`src/design/sram_port_pkg.sv`:
```
// ========================================
// SRAM-style requester definitions
// ========================================
package sram_port_pkg;

    // which processor port holds the bus
    typedef enum logic {
        req_data = 1'b0,
        req_inst = 1'b1
    } requester_t;

    // request kind, follows the we level
    typedef enum logic {
        sram_read = 1'b0,
        sram_write = 1'b1
    } sram_kind_t;

endpackage

```
`src/design/sram_port_arbiter.sv`:
```
// ========================================
// fixed-priority arbiter, data over inst
// grant held until the transfer completes
// ========================================
`timescale 1ns/1ps

module sram_port_arbiter import sram_port_pkg::*; #(
    parameter int addr_width = 32,
    parameter int data_width = 32
) (
    input  logic                    clk,
    input  logic                    reset,

    // instruction port
    input  logic                    inst_ce,
    input  logic                    inst_we,
    input  logic [addr_width-1:0]   inst_addr,
    input  logic [data_width-1:0]   inst_wdata,
    input  logic [data_width/8-1:0] inst_wmask,
    output logic [data_width-1:0]   inst_rdata,
    output logic                    inst_rdata_valid,
    output logic                    inst_write_finish,
    output logic                    inst_error,

    // data port
    input  logic                    data_ce,
    input  logic                    data_we,
    input  logic [addr_width-1:0]   data_addr,
    input  logic [data_width-1:0]   data_wdata,
    input  logic [data_width/8-1:0] data_wmask,
    output logic [data_width-1:0]   data_rdata,
    output logic                    data_rdata_valid,
    output logic                    data_write_finish,
    output logic                    data_error,

    // single request towards the bridge
    output logic                    req,
    output logic                    we,
    output logic [addr_width-1:0]   addr,
    output logic [data_width-1:0]   wdata,
    output logic [data_width/8-1:0] wmask,
    input  logic                    done,
    input  logic [data_width-1:0]   rdata,
    input  logic                    error
);

    logic       busy;
    requester_t owner;
    sram_kind_t kind;
    logic       done_data;
    logic       done_inst;

    // grant only from an idle cycle, release on done
    always_ff @(posedge clk) begin
        if (!reset) begin
            busy <= 1'b0;
            owner <= req_data;
        end else if (!busy) begin
            if (data_ce) begin
                busy <= 1'b1;
                owner <= req_data;
            end else if (inst_ce) begin
                busy <= 1'b1;
                owner <= req_inst;
            end
        end else if (done) begin
            busy <= 1'b0;
        end
    end

    // owner's request onto the shared port
    assign req = busy;
    assign we = (owner == req_data) ? data_we : inst_we;
    assign addr = (owner == req_data) ? data_addr : inst_addr;
    assign wdata = (owner == req_data) ? data_wdata : inst_wdata;
    assign wmask = (owner == req_data) ? data_wmask : inst_wmask;

    // owner holds we steady, so it still names the kind at done
    assign kind = we ? sram_write : sram_read;

    assign done_data = done && (owner == req_data);
    assign done_inst = done && (owner == req_inst);

    // completion steering
    assign data_rdata = rdata;
    assign data_rdata_valid = done_data && (kind == sram_read);
    assign data_write_finish = done_data && (kind == sram_write);
    assign data_error = done_data && error;

    assign inst_rdata = rdata;
    assign inst_rdata_valid = done_inst && (kind == sram_read);
    assign inst_write_finish = done_inst && (kind == sram_write);
    assign inst_error = done_inst && error;

endmodule

```
`config.mk`:
```
export PLATFORM = sky130hd
export DESIGN_NAME = sram_port_arbiter
export DESIGN_NICKNAME = d
export VERILOG_FILES = /design/src/design/sram_port_pkg.sv /design/src/design/sram_port_arbiter.sv
export SDC_FILE = /design/constraint.sdc
export NUM_CORES = 1
export LEC_CHECK = 0
export BUFFER_PORTS_ARGS = -buffer_cell sky130_fd_sc_hd__buf_2
export CORE_AREA = 5 5 118 120
export CTS_CLUSTER_SIZE = 10
export DETAILED_ROUTE_END_ITERATION = 10
export DIE_AREA = 0 0 123 125
export GPL_TIMING_DRIVEN = 1
export PLACE_DENSITY = 0.48
export SYNTH_ARGS = -nofsm -noshare
export SYNTH_HDL_FRONTEND = slang
export SYNTH_SLANG_ARGS = --single-unit
```
`constraint.sdc`:
```
create_clock -name clk -period 2.08 [get_ports clk]
set_input_delay 0.624 -clock clk [delete_from_list [all_inputs] [get_ports clk]]
set_output_delay 0.624 -clock clk [all_outputs]
set_load 0.01 [all_outputs]
```
Word-level counts from Yosys, hierarchy flattened:

Index checks and enable logic that the tools add are counted.

* mux-type cells: 11
* bitwise operators: 3
* reduce and logical (&&, ||, !) cells: 10

Operators by type and width (count)
* 32-bit two-way mux: 2
* 1-bit logical AND: 8
* 1-bit two-way mux: 8
* 4-bit two-way mux: 1
* 1-bit inverter: 3
* 2-bit AND reduction: 1
* 2-bit nonzero test: 1

* register bits after elaboration: 2
* input bits: 176

Longest topological paths before layout:

* word-level depth: 4
* mapped depth: 4
* depth with buffers taken out: 2

Worst setup path before layout:

Ideal clock, no wire load.

* path type: reg-to-output
* start: reg owner
* end: out wdata[29]
* path buffers: 2
* path slack: 0.455 ns
* required time: 1.456 ns
* arrival: 1.001 ns
* stages on the path, launching flop included: 4
* cells stage by stage: dfxtp_1 -> buf_6 -> buf_4 -> mux2_1

* cells in the longest elaborated chain, start to end: 1

Ends and longest elaborated chain
* start, declared: RTL line sram_port_arbiter.sv:48 `requester_t owner;`
* start signal, assigned: RTL line sram_port_arbiter.sv:57 `owner <= req_data;`
* start signal, assigned: RTL line sram_port_arbiter.sv:61 `owner <= req_data;`
* start signal, assigned: RTL line sram_port_arbiter.sv:64 `owner <= req_inst;`
* 32-bit two-way mux: RTL line sram_port_arbiter.sv:75 `assign wdata = (owner == req_data) ? data_wdata : inst_wdata;`
* end, declared: RTL line sram_port_arbiter.sv:40 `output logic [data_width-1:0] wdata,`

Every way passes these cells.

Final worst setup path:

* start: reg owner
* end: out wmask[3]

* cells in the longest elaborated chain, start to end: 1

Ends and longest elaborated chain
* 4-bit two-way mux: RTL line sram_port_arbiter.sv:76 `assign wmask = (owner == req_data) ? data_wmask : inst_wmask;`
* end, declared: RTL line sram_port_arbiter.sv:41 `output logic [data_width/8-1:0] wmask,`

Every way passes these cells.

==> impl_results.md <==
- Bufs on Longest Clock Path: 2
- Total Routing Usage GR: 6.66%
- Total global routing overflow: 0
- Clock-pin slew on the worst setup and hold paths: 0.03 ns
- Largest net degree at the start of global routing: 43
- Asr flop ratio synth: 0%
- Max VDD drop: 0.563 mV
- Die height: 125 µm
- Vias post-DR: 1607
- Drt wl/cell: roughly 12 µm
- Core area: around 0.013 mm²
- Worst setup SP type: flop
- Post-synth EDFFs: 0
- Final Critical Period: about 2.0 ns
- WP data required: 1.46 ns
- Outcome: finished, final reports clean
- Leakage: roughly 1.2 nW
- RSZ-0062 raised after global routing: no
- Setup_tns: 0 ns
- Fraction of final layout cells sized beyond drive strength 1: between 80% and 90%
- Place WS: roughly 0.28 ns
- Final slew viol count: 0
- Synthesized cell area: 0.00145 mm²
- Post-CTS Hold Buffers: 0
- CTS H-tree lvls: 1
- DR iter-0 viols: 26
- Number of global-route vias before repair: 1689
- Cell Rows: 42
- Via-per-instance ratio: approximately 3.3
- Initial antenna violation count: 0
- Post-Route Skew: 0.00510 ns
- Crit path arrival time: between 1 and 1.5 ns
- Worst slew margin: approximately 85%
- Unique masters post-synth: 15
- Post-Layout Cell Count: slightly below 500
- First-pass GRT wire length: between 8 and 9 mm
- Sequential fraction of the synthesis area: 2.77%
- Final nets: between 400 and 500
- Area Overhead vs Synth: 61.6%
- Crit end category: output pin
- Reg2reg end: owner
- WHS: 0.561 ns
- Die Wd: approximately 120 µm
- Worst-Margin Slew: about 0.22 ns
- Crit Path Category: reg -> out
- Hold path cells: 1
- Count leader, synth: buf_4
- Cells after Synth: approximately 160
- RePlAce Congestion: ~0.77
- Setup violators final: 0
- I/O Buffers: 219
- Setup ws final: 0.102 ns
- Setup repair bufs after CTS: 0
- Ports: ~320
- Reg2reg setup slack: ~1.2 ns
- CP Max Fanout: 42
- Synth top cells by count: buf_4, mux2_2, mux2_1, buf_6, buf_2
- Top post-synthesis cells by area: buf_4, mux2_2, mux2_1
- Worst Hold Class: reg -> reg
- TritonCTS clock tree: yes
- Core Util, Final: approximately 18%
- First-pass detailed-route iteration total: 2
- Worst r2r path cells: 2
- Hold_sp: req
- Clock Latency Late Sink: 0.22 ns
- Reg2reg start: owner
- Routed Antenna Nets: 0
- Placed cells: 480
- Drt drc: 0
- Post-DP HPWL: roughly 5.5 mm
- Syn nets: between 300 and 400
- Pwr/cell area: ~360 mW/mm²
- Clock Tree Root: clkbuf_16
- Initial Util: ~11%
- Routed WL: ~6 mm
- Post_cts resized: 0
- FMAX: 506 MHz
- Antenna diodes: 0
- Overall die area: 0.0154 mm²
- WHS Endpoint: req
- Final hold vios: 0
- Top cell type's share of synthesized area: between 30 and 40%
- Most area-hungry cell type in the Yosys netlist: buf_4
- Clock buffer count from CTS: 3
- CTS sink count: 2
- Max Cap Viol: 0
- Synth Area per Inst: roughly 9.3 µm²
- Synth warn: 0
- Final Cycle Share: about 95%
- Seq cells post-synth: 2
- Main synth FF type: dfxtp_1
[per-layer routing]
| metal | up-vias | share of wire [%] | GRT usage [%] |
|---|---|---|---|
| met5 | - | 0 | 0 |
| met2 | 136 | 51 | 13.3 |
| met3 | 17 | 15 | 1.90 |
| met1 | 675 | 32 | 6.39 |
| li1 | 779 | - | - |
| met4 | 0 | 1.6 | 2.15 |
[placed cells by master (no fill, tap or decap)]
master,n
nand2_1,2
clkbuf_1,1
dfxtp_1,1
nor2b_1,1
and3b_1,2
and3_1,2
clkbuf_16,3
dfxtp_4,1
o311a_1,1
buf_12,2
nor2_1,1
mux2_2,36
o221a_2,1
nor3b_1,1
inv_1,1
mux2_1,33
buf_2,219
[cell families (layout without fill, tap and decap cells)]
family	after synthesis	in the layout	synth area share, %
compound gates	2	2	1.47
buf+inv	73	226	38.2
flops	2	2	2.77
simple gates	9	9	3.81
mux	69	69	53.8
[area by class of cell]
| type | count | area, µm² |
|---|---|---|
| fill | 1419 | 10500 |
| timing repair buffer | 221 | 1140 |
| multi-input combinational | 80 | 853 |
| tap | 176 | 220 |
| clock buffer | 4 | 78.8 |
| sequential | 2 | 43.8 |
| inverter | 1 | 3.75 |
[sequential cells by signal, summed over array words and instances (netlist names)]
register,cells
owner,1
req,1
[worst max-delay path: stages (launching register included)]
cell and delay (ns):
dfxtp_4 0.36, buf_12 0.21, mux2_2 0.36, buf_2 0.16
[per-stage QoR]
step	power (mW)	cell area, µm²
after global placement	0.547	2260
final	0.846	2340
after global routing	0.904	2340
after floorplan	0.411	1450
after detailed placement	0.552	2260
after CTS	0.861	2340
[power breakdown]
| group | internal (mW) | switching (mW) |
|---|---|---|
| registers | 0.0415 | 0.00397 |
| clock network | 0.253 | 0.0499 |
| logic | 0.281 | 0.218 |
| total | 0.575 | 0.271 |
[worst max path at each step]
| stage | start | cells past startpoint | slack [ns] | end |
|---|---|---|---|---|
| 2_1_floorplan | owner | 3 | 0.45 | wdata[29] |
| 3_5_place_dp | inst_wdata[5] | 3 | 0.28 | wdata[5] |
| 3_3_place_gp | inst_wdata[4] | 3 | 0.28 | wdata[4] |
| 6_report | owner | 3 | 0.10 | wmask[3] |
| 5_1_grt | owner | 3 | 0.05 | wdata[9] |
| 4_1_cts | owner | 3 | 0.09 | wmask[3] |
Power figures use the tool's default switching activity.
