### src/design/axi_lite_pkg.sv
// ========================================
// AXI4-Lite bus definitions
// response codes and the RAM word layout
// ========================================
package axi_lite_pkg;

    // bus word geometry
    localparam int axi_word_bytes = 4;
    localparam int axi_word_bits = axi_word_bytes * 8;

    // xRESP encodings used on r and b
    localparam logic [1:0] axi_resp_okay = 2'b00;
    localparam logic [1:0] axi_resp_slverr = 2'b10;

    // one RAM entry, seen as a whole word on reads
    // and as byte lanes for strobed writes
    typedef union packed {
        logic [axi_word_bits-1:0] word;
        logic [axi_word_bytes-1:0][7:0] lane;
    } ram_word_t;

endpackage

### src/design/sram_to_axi_lite.sv
// ========================================
// SRAM-style request to AXI4-Lite bridge
// one transfer in flight at a time
// ========================================
`timescale 1ns/1ps

module sram_to_axi_lite import axi_lite_pkg::*; #(
    parameter int addr_width = 32,
    parameter int data_width = 32
) (
    input  logic                    clk,
    input  logic                    reset,

    // request side
    input  logic                    req,
    input  logic                    we,
    input  logic [addr_width-1:0]   addr,
    input  logic [data_width-1:0]   wdata,
    input  logic [data_width/8-1:0] wmask,
    output logic                    done,
    output logic [data_width-1:0]   rdata,
    output logic                    error,

    // read address
    output logic                    arvalid,
    input  logic                    arready,
    output logic [addr_width-1:0]   araddr,

    // write address
    output logic                    awvalid,
    input  logic                    awready,
    output logic [addr_width-1:0]   awaddr,

    // write data
    output logic                    wvalid,
    input  logic                    wready,
    output logic [data_width-1:0]   wdata_bus,
    output logic [data_width/8-1:0] wstrb,

    // read data
    input  logic                    rvalid,
    output logic                    rready,
    input  logic [data_width-1:0]   rdata_bus,
    input  logic [1:0]              rresp,

    // write response
    input  logic                    bvalid,
    output logic                    bready,
    input  logic [1:0]              bresp
);

    typedef enum logic [1:0] {
        st_idle,
        st_addr,
        st_rresp,
        st_bresp
    } state_t;

    state_t state;
    logic   r_fire;
    logic   b_fire;

    always_ff @(posedge clk) begin
        if (!reset) begin
            state <= st_idle;
            arvalid <= 1'b0;
            awvalid <= 1'b0;
            wvalid <= 1'b0;
        end else begin
            case (state)
                st_idle: begin
                    if (req) begin
                        // aw and w launch in the same cycle
                        if (we) begin
                            awvalid <= 1'b1;
                            wvalid <= 1'b1;
                        end else begin
                            arvalid <= 1'b1;
                        end
                        state <= st_addr;
                    end
                end
                st_addr: begin
                    if (arvalid) begin
                        if (arready) begin
                            arvalid <= 1'b0;
                            state <= st_rresp;
                        end
                    end else begin
                        // each write channel drops on its own handshake
                        if (awvalid && awready) begin
                            awvalid <= 1'b0;
                        end
                        if (wvalid && wready) begin
                            wvalid <= 1'b0;
                        end
                        if ((!awvalid || awready) && (!wvalid || wready)) begin
                            state <= st_bresp;
                        end
                    end
                end
                st_rresp: begin
                    if (r_fire) begin
                        state <= st_idle;
                    end
                end
                st_bresp: begin
                    if (b_fire) begin
                        state <= st_idle;
                    end
                end
                default: state <= st_idle;
            endcase
        end
    end

    // channel payload, captured at launch
    always_ff @(posedge clk) begin
        if (state == st_idle && req) begin
            araddr <= addr;
            awaddr <= addr;
            wdata_bus <= wdata;
            wstrb <= wmask;
        end
    end

    assign rready = (state == st_rresp);
    assign bready = (state == st_bresp);

    assign r_fire = rready && rvalid;
    assign b_fire = bready && bvalid;

    // completion back to the arbiter
    assign done = r_fire || b_fire;
    assign error = (r_fire && rresp != axi_resp_okay)
                || (b_fire && bresp != axi_resp_okay);
    assign rdata = (rresp == axi_resp_okay) ? rdata_bus : '0;

endmodule

### config.mk
export PLATFORM = sky130hd
export DESIGN_NAME = sram_to_axi_lite
export DESIGN_NICKNAME = d
export VERILOG_FILES = /design/src/design/axi_lite_pkg.sv /design/src/design/sram_to_axi_lite.sv
export SDC_FILE = /design/constraint.sdc
export NUM_CORES = 1
export LEC_CHECK = 0
export BUFFER_PORTS_ARGS = -buffer_cell sky130_fd_sc_hd__buf_2
export CAP_MARGIN = 20
export CORE_AREA = 10 10 99 101
export DETAILED_ROUTE_END_ITERATION = 16
export DIE_AREA = 0 0 109 111
export HOLD_SLACK_MARGIN = 0.1
export PLACE_DENSITY = 0.77
export SYNTH_ARGS = -nofsm -noshare
export SYNTH_HDL_FRONTEND = slang
export SYNTH_SLANG_ARGS = --single-unit
export TNS_END_PERCENT = 5
### constraint.sdc
create_clock -name clk -period 3.55 [get_ports clk]
set_input_delay 0.355 -clock clk [delete_from_list [all_inputs] [get_ports clk]]
set_output_delay 0.355 -clock clk [all_outputs]
set_load 0.05 [all_outputs]
# After elaboration in Yosys (flattened, before gate mapping)
# Index checks and enable logic that the tools add are counted.
# word_totals
register_bits	73
inputBits	113
output_inout_bits	139
elab_cells	64
# classes
n_eq_ne	13
mux	21
reduce_logical	23
# ops
cell	count
two-way mux 32 bit	1
AND reduction 5 bit	3
two-way mux 2 bit	6
!= test 2 bit, second input constant	6
two-way mux 1 bit	10
logical AND 1 bit	8
one-hot mux 2 bit (4 select lines)	1
!= test 3 bit, second input constant	2
one-hot mux 1 bit (2 select lines)	3
nonzero test 2 bit	3
== test 2 bit, second input constant	2
logical NOT 2 bit	2
logical OR 1 bit	4
!= test 2 x 1 -> 1 bit, second input constant	2
AND reduction 3 bit	1
== test 2 x 1 -> 1 bit, second input constant	1
logical NOT 1 bit	2

# Logic depth before layout (Yosys ltp)
# depth
depth_word	6
ltp_mapped	4
ltp_nobuf	3

# Worst setup path before layout
# OpenSTA, ideal clock, no wires.
# synth_timing
path_kind	reg2reg
startpoint	register state[1]
endpoint	register awvalid
setup_ps	87
t_arrival_ps	2658
required_ps	3463
setup_slack_ps	805
path_stages_with_launch	4
path_buffers	0
period_less_slack_ps	2745
cell_sequence	dfxtp_1 > nor3b_4 > a21oi_1 > a211oi_1
# synth_between
elab_chain_cells	3
word_cells_on_any_way	9
classes_between	eq/ne (5); mux (1); reduce/logical (3)
# synth_rtl
element	line	source
from (decl)	sram_to_axi_lite.sv:59	state_t state;
from (signal assigned)	sram_to_axi_lite.sv:65	state <= st_idle;
from (signal assigned)	sram_to_axi_lite.sv:80	state <= st_addr;
from (signal assigned)	sram_to_axi_lite.sv:87	state <= st_rresp;
== test 2 x 1 -> 1 bit / logical NOT 2 bit (equally long branches)	sram_to_axi_lite.sv:70	case (state)
!= test 2 bit (no source line) / nonzero test 2 bit (equally long branches)	-	
AND reduction 5 bit (no source line)	-	
to (signal assigned)	sram_to_axi_lite.sv:67	awvalid <= 1'b0;
to (signal assigned)	sram_to_axi_lite.sv:75	awvalid <= 1'b1;
to (signal assigned)	sram_to_axi_lite.sv:92	awvalid <= 1'b0;
to (decl)	sram_to_axi_lite.sv:30	output logic awvalid,
# Parallel ways exist; a longest one is shown, timed or not.
# A chain may end at the register's enable or synchronous reset.

# Worst setup path after layout
# layout_timing
startpoint	register state[0]
endpoint	output port error
# layout_between
elab_chain_cells	4
word_cells_on_any_way	7
classes_between	eq/ne (2); reduce/logical (5)
# layout_rtl
element	line	source
== test 2 bit, on equally long branches	sram_to_axi_lite.sv:127, sram_to_axi_lite.sv:128	
logical AND 1 bit, on equally long branches	sram_to_axi_lite.sv:130, sram_to_axi_lite.sv:131	
logical AND 1 bit, on equally long branches	sram_to_axi_lite.sv:135, sram_to_axi_lite.sv:136	
logical OR 1 bit *	sram_to_axi_lite.sv:136	|| (b_fire && bresp != axi_resp_okay);
to (decl)	sram_to_axi_lite.sv:22	output logic error,
# Mark *: on every way between the ends. The rest lies on a longest branch, timed or not.

==> results by group <==
Run status
  – Status: complete, no violations

Power and ir drop
  – Total power: 2.38 mW
  – Clock share of power: 28.1%
  – Peak supply drop: 198 uV
  – Int Pwr: 1.57 mW
  – Pwr dens: 568 nW/um2
  – Sw frac: 34.2%
  – Net Sw Power: 0.814 mW
  – Comb pwr share: 27.4%
  – Reg power frac: 44.5%
  – Leak pwr: 2.01 nW

Synth
  – Synth cell types: 24
  – Cells after synthesis: 172
  – Yosys top cell by area: edfxtp_1
  – Post-Synthesis Cell Area: 2810 um2
  – Syn Nets: 285
  – #FFs+latches synth: 73
  – Sequential-to-total area share from yosys stat: 76.2%
  – Yosys warns: 0
  – Mean Syn Cell Area: 16.3 um2
  – Post-synth top area share: 72.7%
  – Top post-synthesis cells by area: edfxtp_1 (73%), buf_4 (8.5%), and2_1 (7.6%), dfxtp_1 (3.6%), nor2b_1 (1.3%)

Placement
  – Placement Setup Slack: 1.77 ns
  – Buffers on Ports: 251
  – Placer Congestion: 0.848
  – Dpl cells: 496
  – Hpwl dp: 7.95 mm

STA
  – Min Tclk post-route: 1.91 ns
  – Relative slew slack: 44.1%
  – Setup Skew: 0.00792 ns
  – RSZ-0062 raised after global routing: false
  – Hold Fails Final Rpt: 0
  – Fin Setup TNS: 0 ns
  – FMAX: 0.524 GHz
  – Period Utilization, post-route: 53.7%
  – Worst-Margin Slew: 0.838 ns
  – Final WS setup: 1.64 ns
  – Final setup viols: 0
  – Slew Viols, Final: 0

Setup path
  – Register-to-register setup slack: 1.79 ns
  – Critical Path Fanout Max: 10
  – Startpoint Class: flop
  – Critical Setup Path Class: reg -> out
  – Worst path slowest cell: dfxtp_1
  – Crit-path max cell delay: 0.54 ns
  – Buf/Inv on CP: 1
  – Critical Path AT: 1.55 ns
  – Crit-path leading delay family: flip-flops
  – CP Capture Type: output pin
  – Crit path cell chain: o211ai_1, o21ai_0, and2_1, buf_2
  – R2r worst-path depth: 2
  – Critical path depth in cells: 4
  – Required @ worst endpoint: 3.19 ns

Layout
  – Layout Cells excl Fill: 511
  – Share of layout cells above drive strength 1: 66.3%
  – # fillers: 698
  – P&R area growth vs syn: 49.1%
  – # diodes: 0
  – Util after Layout: 52.6%
  – Layout Nets: 515

Detailed routing
  – Number of iterations in the first detailed-routing pass: 4
  – Wire per inst: 18.0 um
  – Starting DRT DRC Count: 73
  – Final ANT Viol Nets: 0
  – Residual DRC: 0
  – Vias/cell: 4.28
  – Routed Wire Length: 9.18 mm
  – Via count: 2187

Global routing
  – GRT overflow: 0
  – Layer with the highest usage: met2
  – M2 GR Usage: 26.5%
  – First-pass GRT wire length: 13.1 mm
  – M3 GR Usage: 8.49%
  – Met1 GRT Util: 11.5%
  – Vias in the first global route: 2428
  – Antenna violations before repair: 0
  – Maximum number of pins on one net before global-route repair: 33
  – GRT Util Overall: 14.3%

Die
  – Core Box Area: 7970 um2
  – I/O Pins: 252
  – Initial Util: 35.3%
  – Standard-cell rows: 33
  – Die Span X: 109 um
  – Die footprint: 12100 um2
  – Die Height: 111 um

Min path
  – Hold WC Path Type: in -> reg
  – WHS Path Cells: 1

CTS
  – Clock Latency Late Sink: 0.34 ns
  – Hold buffers post-CTS: 0
  – Clock transition at the registers of the reported paths: 0.07 ns
  – Post-CTS Repair Setup Buffers: 0
  – CTS H-tree lvls: 3
  – TritonCTS Buffers: 9
  – # clock sinks: 73
  – CTS resizes: 0
  – Max Root-Sink Buffers: 2
  – CTS Root Cell: clkbuf_8
  – CTS tree: done

Job
  – Max-cap violations: 0
## worst register-to-register path: cells and delay by family (launching register included)
family / cells / cell delay, ns
and+or+nand+nor: 1 / 0.75
DFF: 1 / 0.41
buffers and inverters: 1 / 0.29
## stage by stage
stage	instance area (um2)	hold WS, ns
finish	4190	0.183
global route	4190	0.154
CTS	4190	0.165
detailed placement	3990	0.533
global placement	3990	0.521
floorplan	2810	0.449
## metal layers
layer / wire length (um) / up-vias / share of wire, %
met4: 157 / 0 / 1.7
met3: 1490 / 15 / 16
met2: 4730 / 171 / 52
met5: 0 / - / 0
met1: 2800 / 965 / 31
li1: - / 1036 / -
## cells in the mapped netlist (all sizes together)
master,n
a211oi,2
a21boi,1
a21oi,3
a311o,1
and2,34
buf,33
clkbuf,3
dfxtp,5
edfxtp,68
inv,1
mux2i,1
nand2,2
nand3,1
nand3b,1
nor2,2
nor2b,7
nor3b,1
o211ai,1
o21a,1
o21ai,3
o31a,1
## cell families (layout without fill, tap and decap cells)
family | after synthesis | after routing | share of synthesized area, %
AND/OR/NAND/NOR | 48 | 48 | 10.9
AO/OA/AOI/OAI | 13 | 13 | 3.07
buffers and inverters | 37 | 271 | 9.48
multiplexers | 1 | 1 | 0.356
flip-flops | 73 | 73 | 76.2
## state kept, by name, indices dropped and copies added (netlist names)
register,count
arvalid,1
awaddr,32
awvalid,1
state,2
wdata_bus,32
wstrb,4
wvalid,1
## layout by cell type (no fill, tap or decap), types with 2 or more instances in the layout
master,count
buf_2,251
edfxtp_1,68
and2_1,34
clkbuf_8,9
nor2b_1,6
dfxtp_1,5
a21oi_1,3
nor2_1,2
o21ai_0,2
a211oi_1,2
nand2_1,2
bufinv_16,2
clkbuf_1,2
buf_4,2
buf_12,2
## power by group through the flow
stage          combinational, mW  clock [mW]  sequential [mW]
6_report                   0.651       0.670             1.06
3_3_place_gp               0.654           0             1.08
5_1_grt                    0.683       0.731             1.07
3_5_place_dp               0.660           0             1.08
2_1_floorplan              0.269           0             1.31
4_1_cts                    0.660       0.690             1.06
## final timing paths
| check | start | to |
|---|---|---|
| worst min-delay path | addr[24] | awaddr[24] |
| worst min register to register | wvalid | wvalid |
| worst max-delay path | state[0] | error |
| worst max register to register | state[1] | wstrb[2] |
## final cells by class
type,instances,area (um2),share of cell area (%)
sequential,73,2140,51.1
clock inverter,4,68.8,1.64
timing repair buffer,255,1310,31.3
multi-input combinational,62,402,9.58
inverter,1,3.75,0.0896
clock buffer,11,131,3.14
tap,105,131,3.14
(Power assumes the default switching activity.)
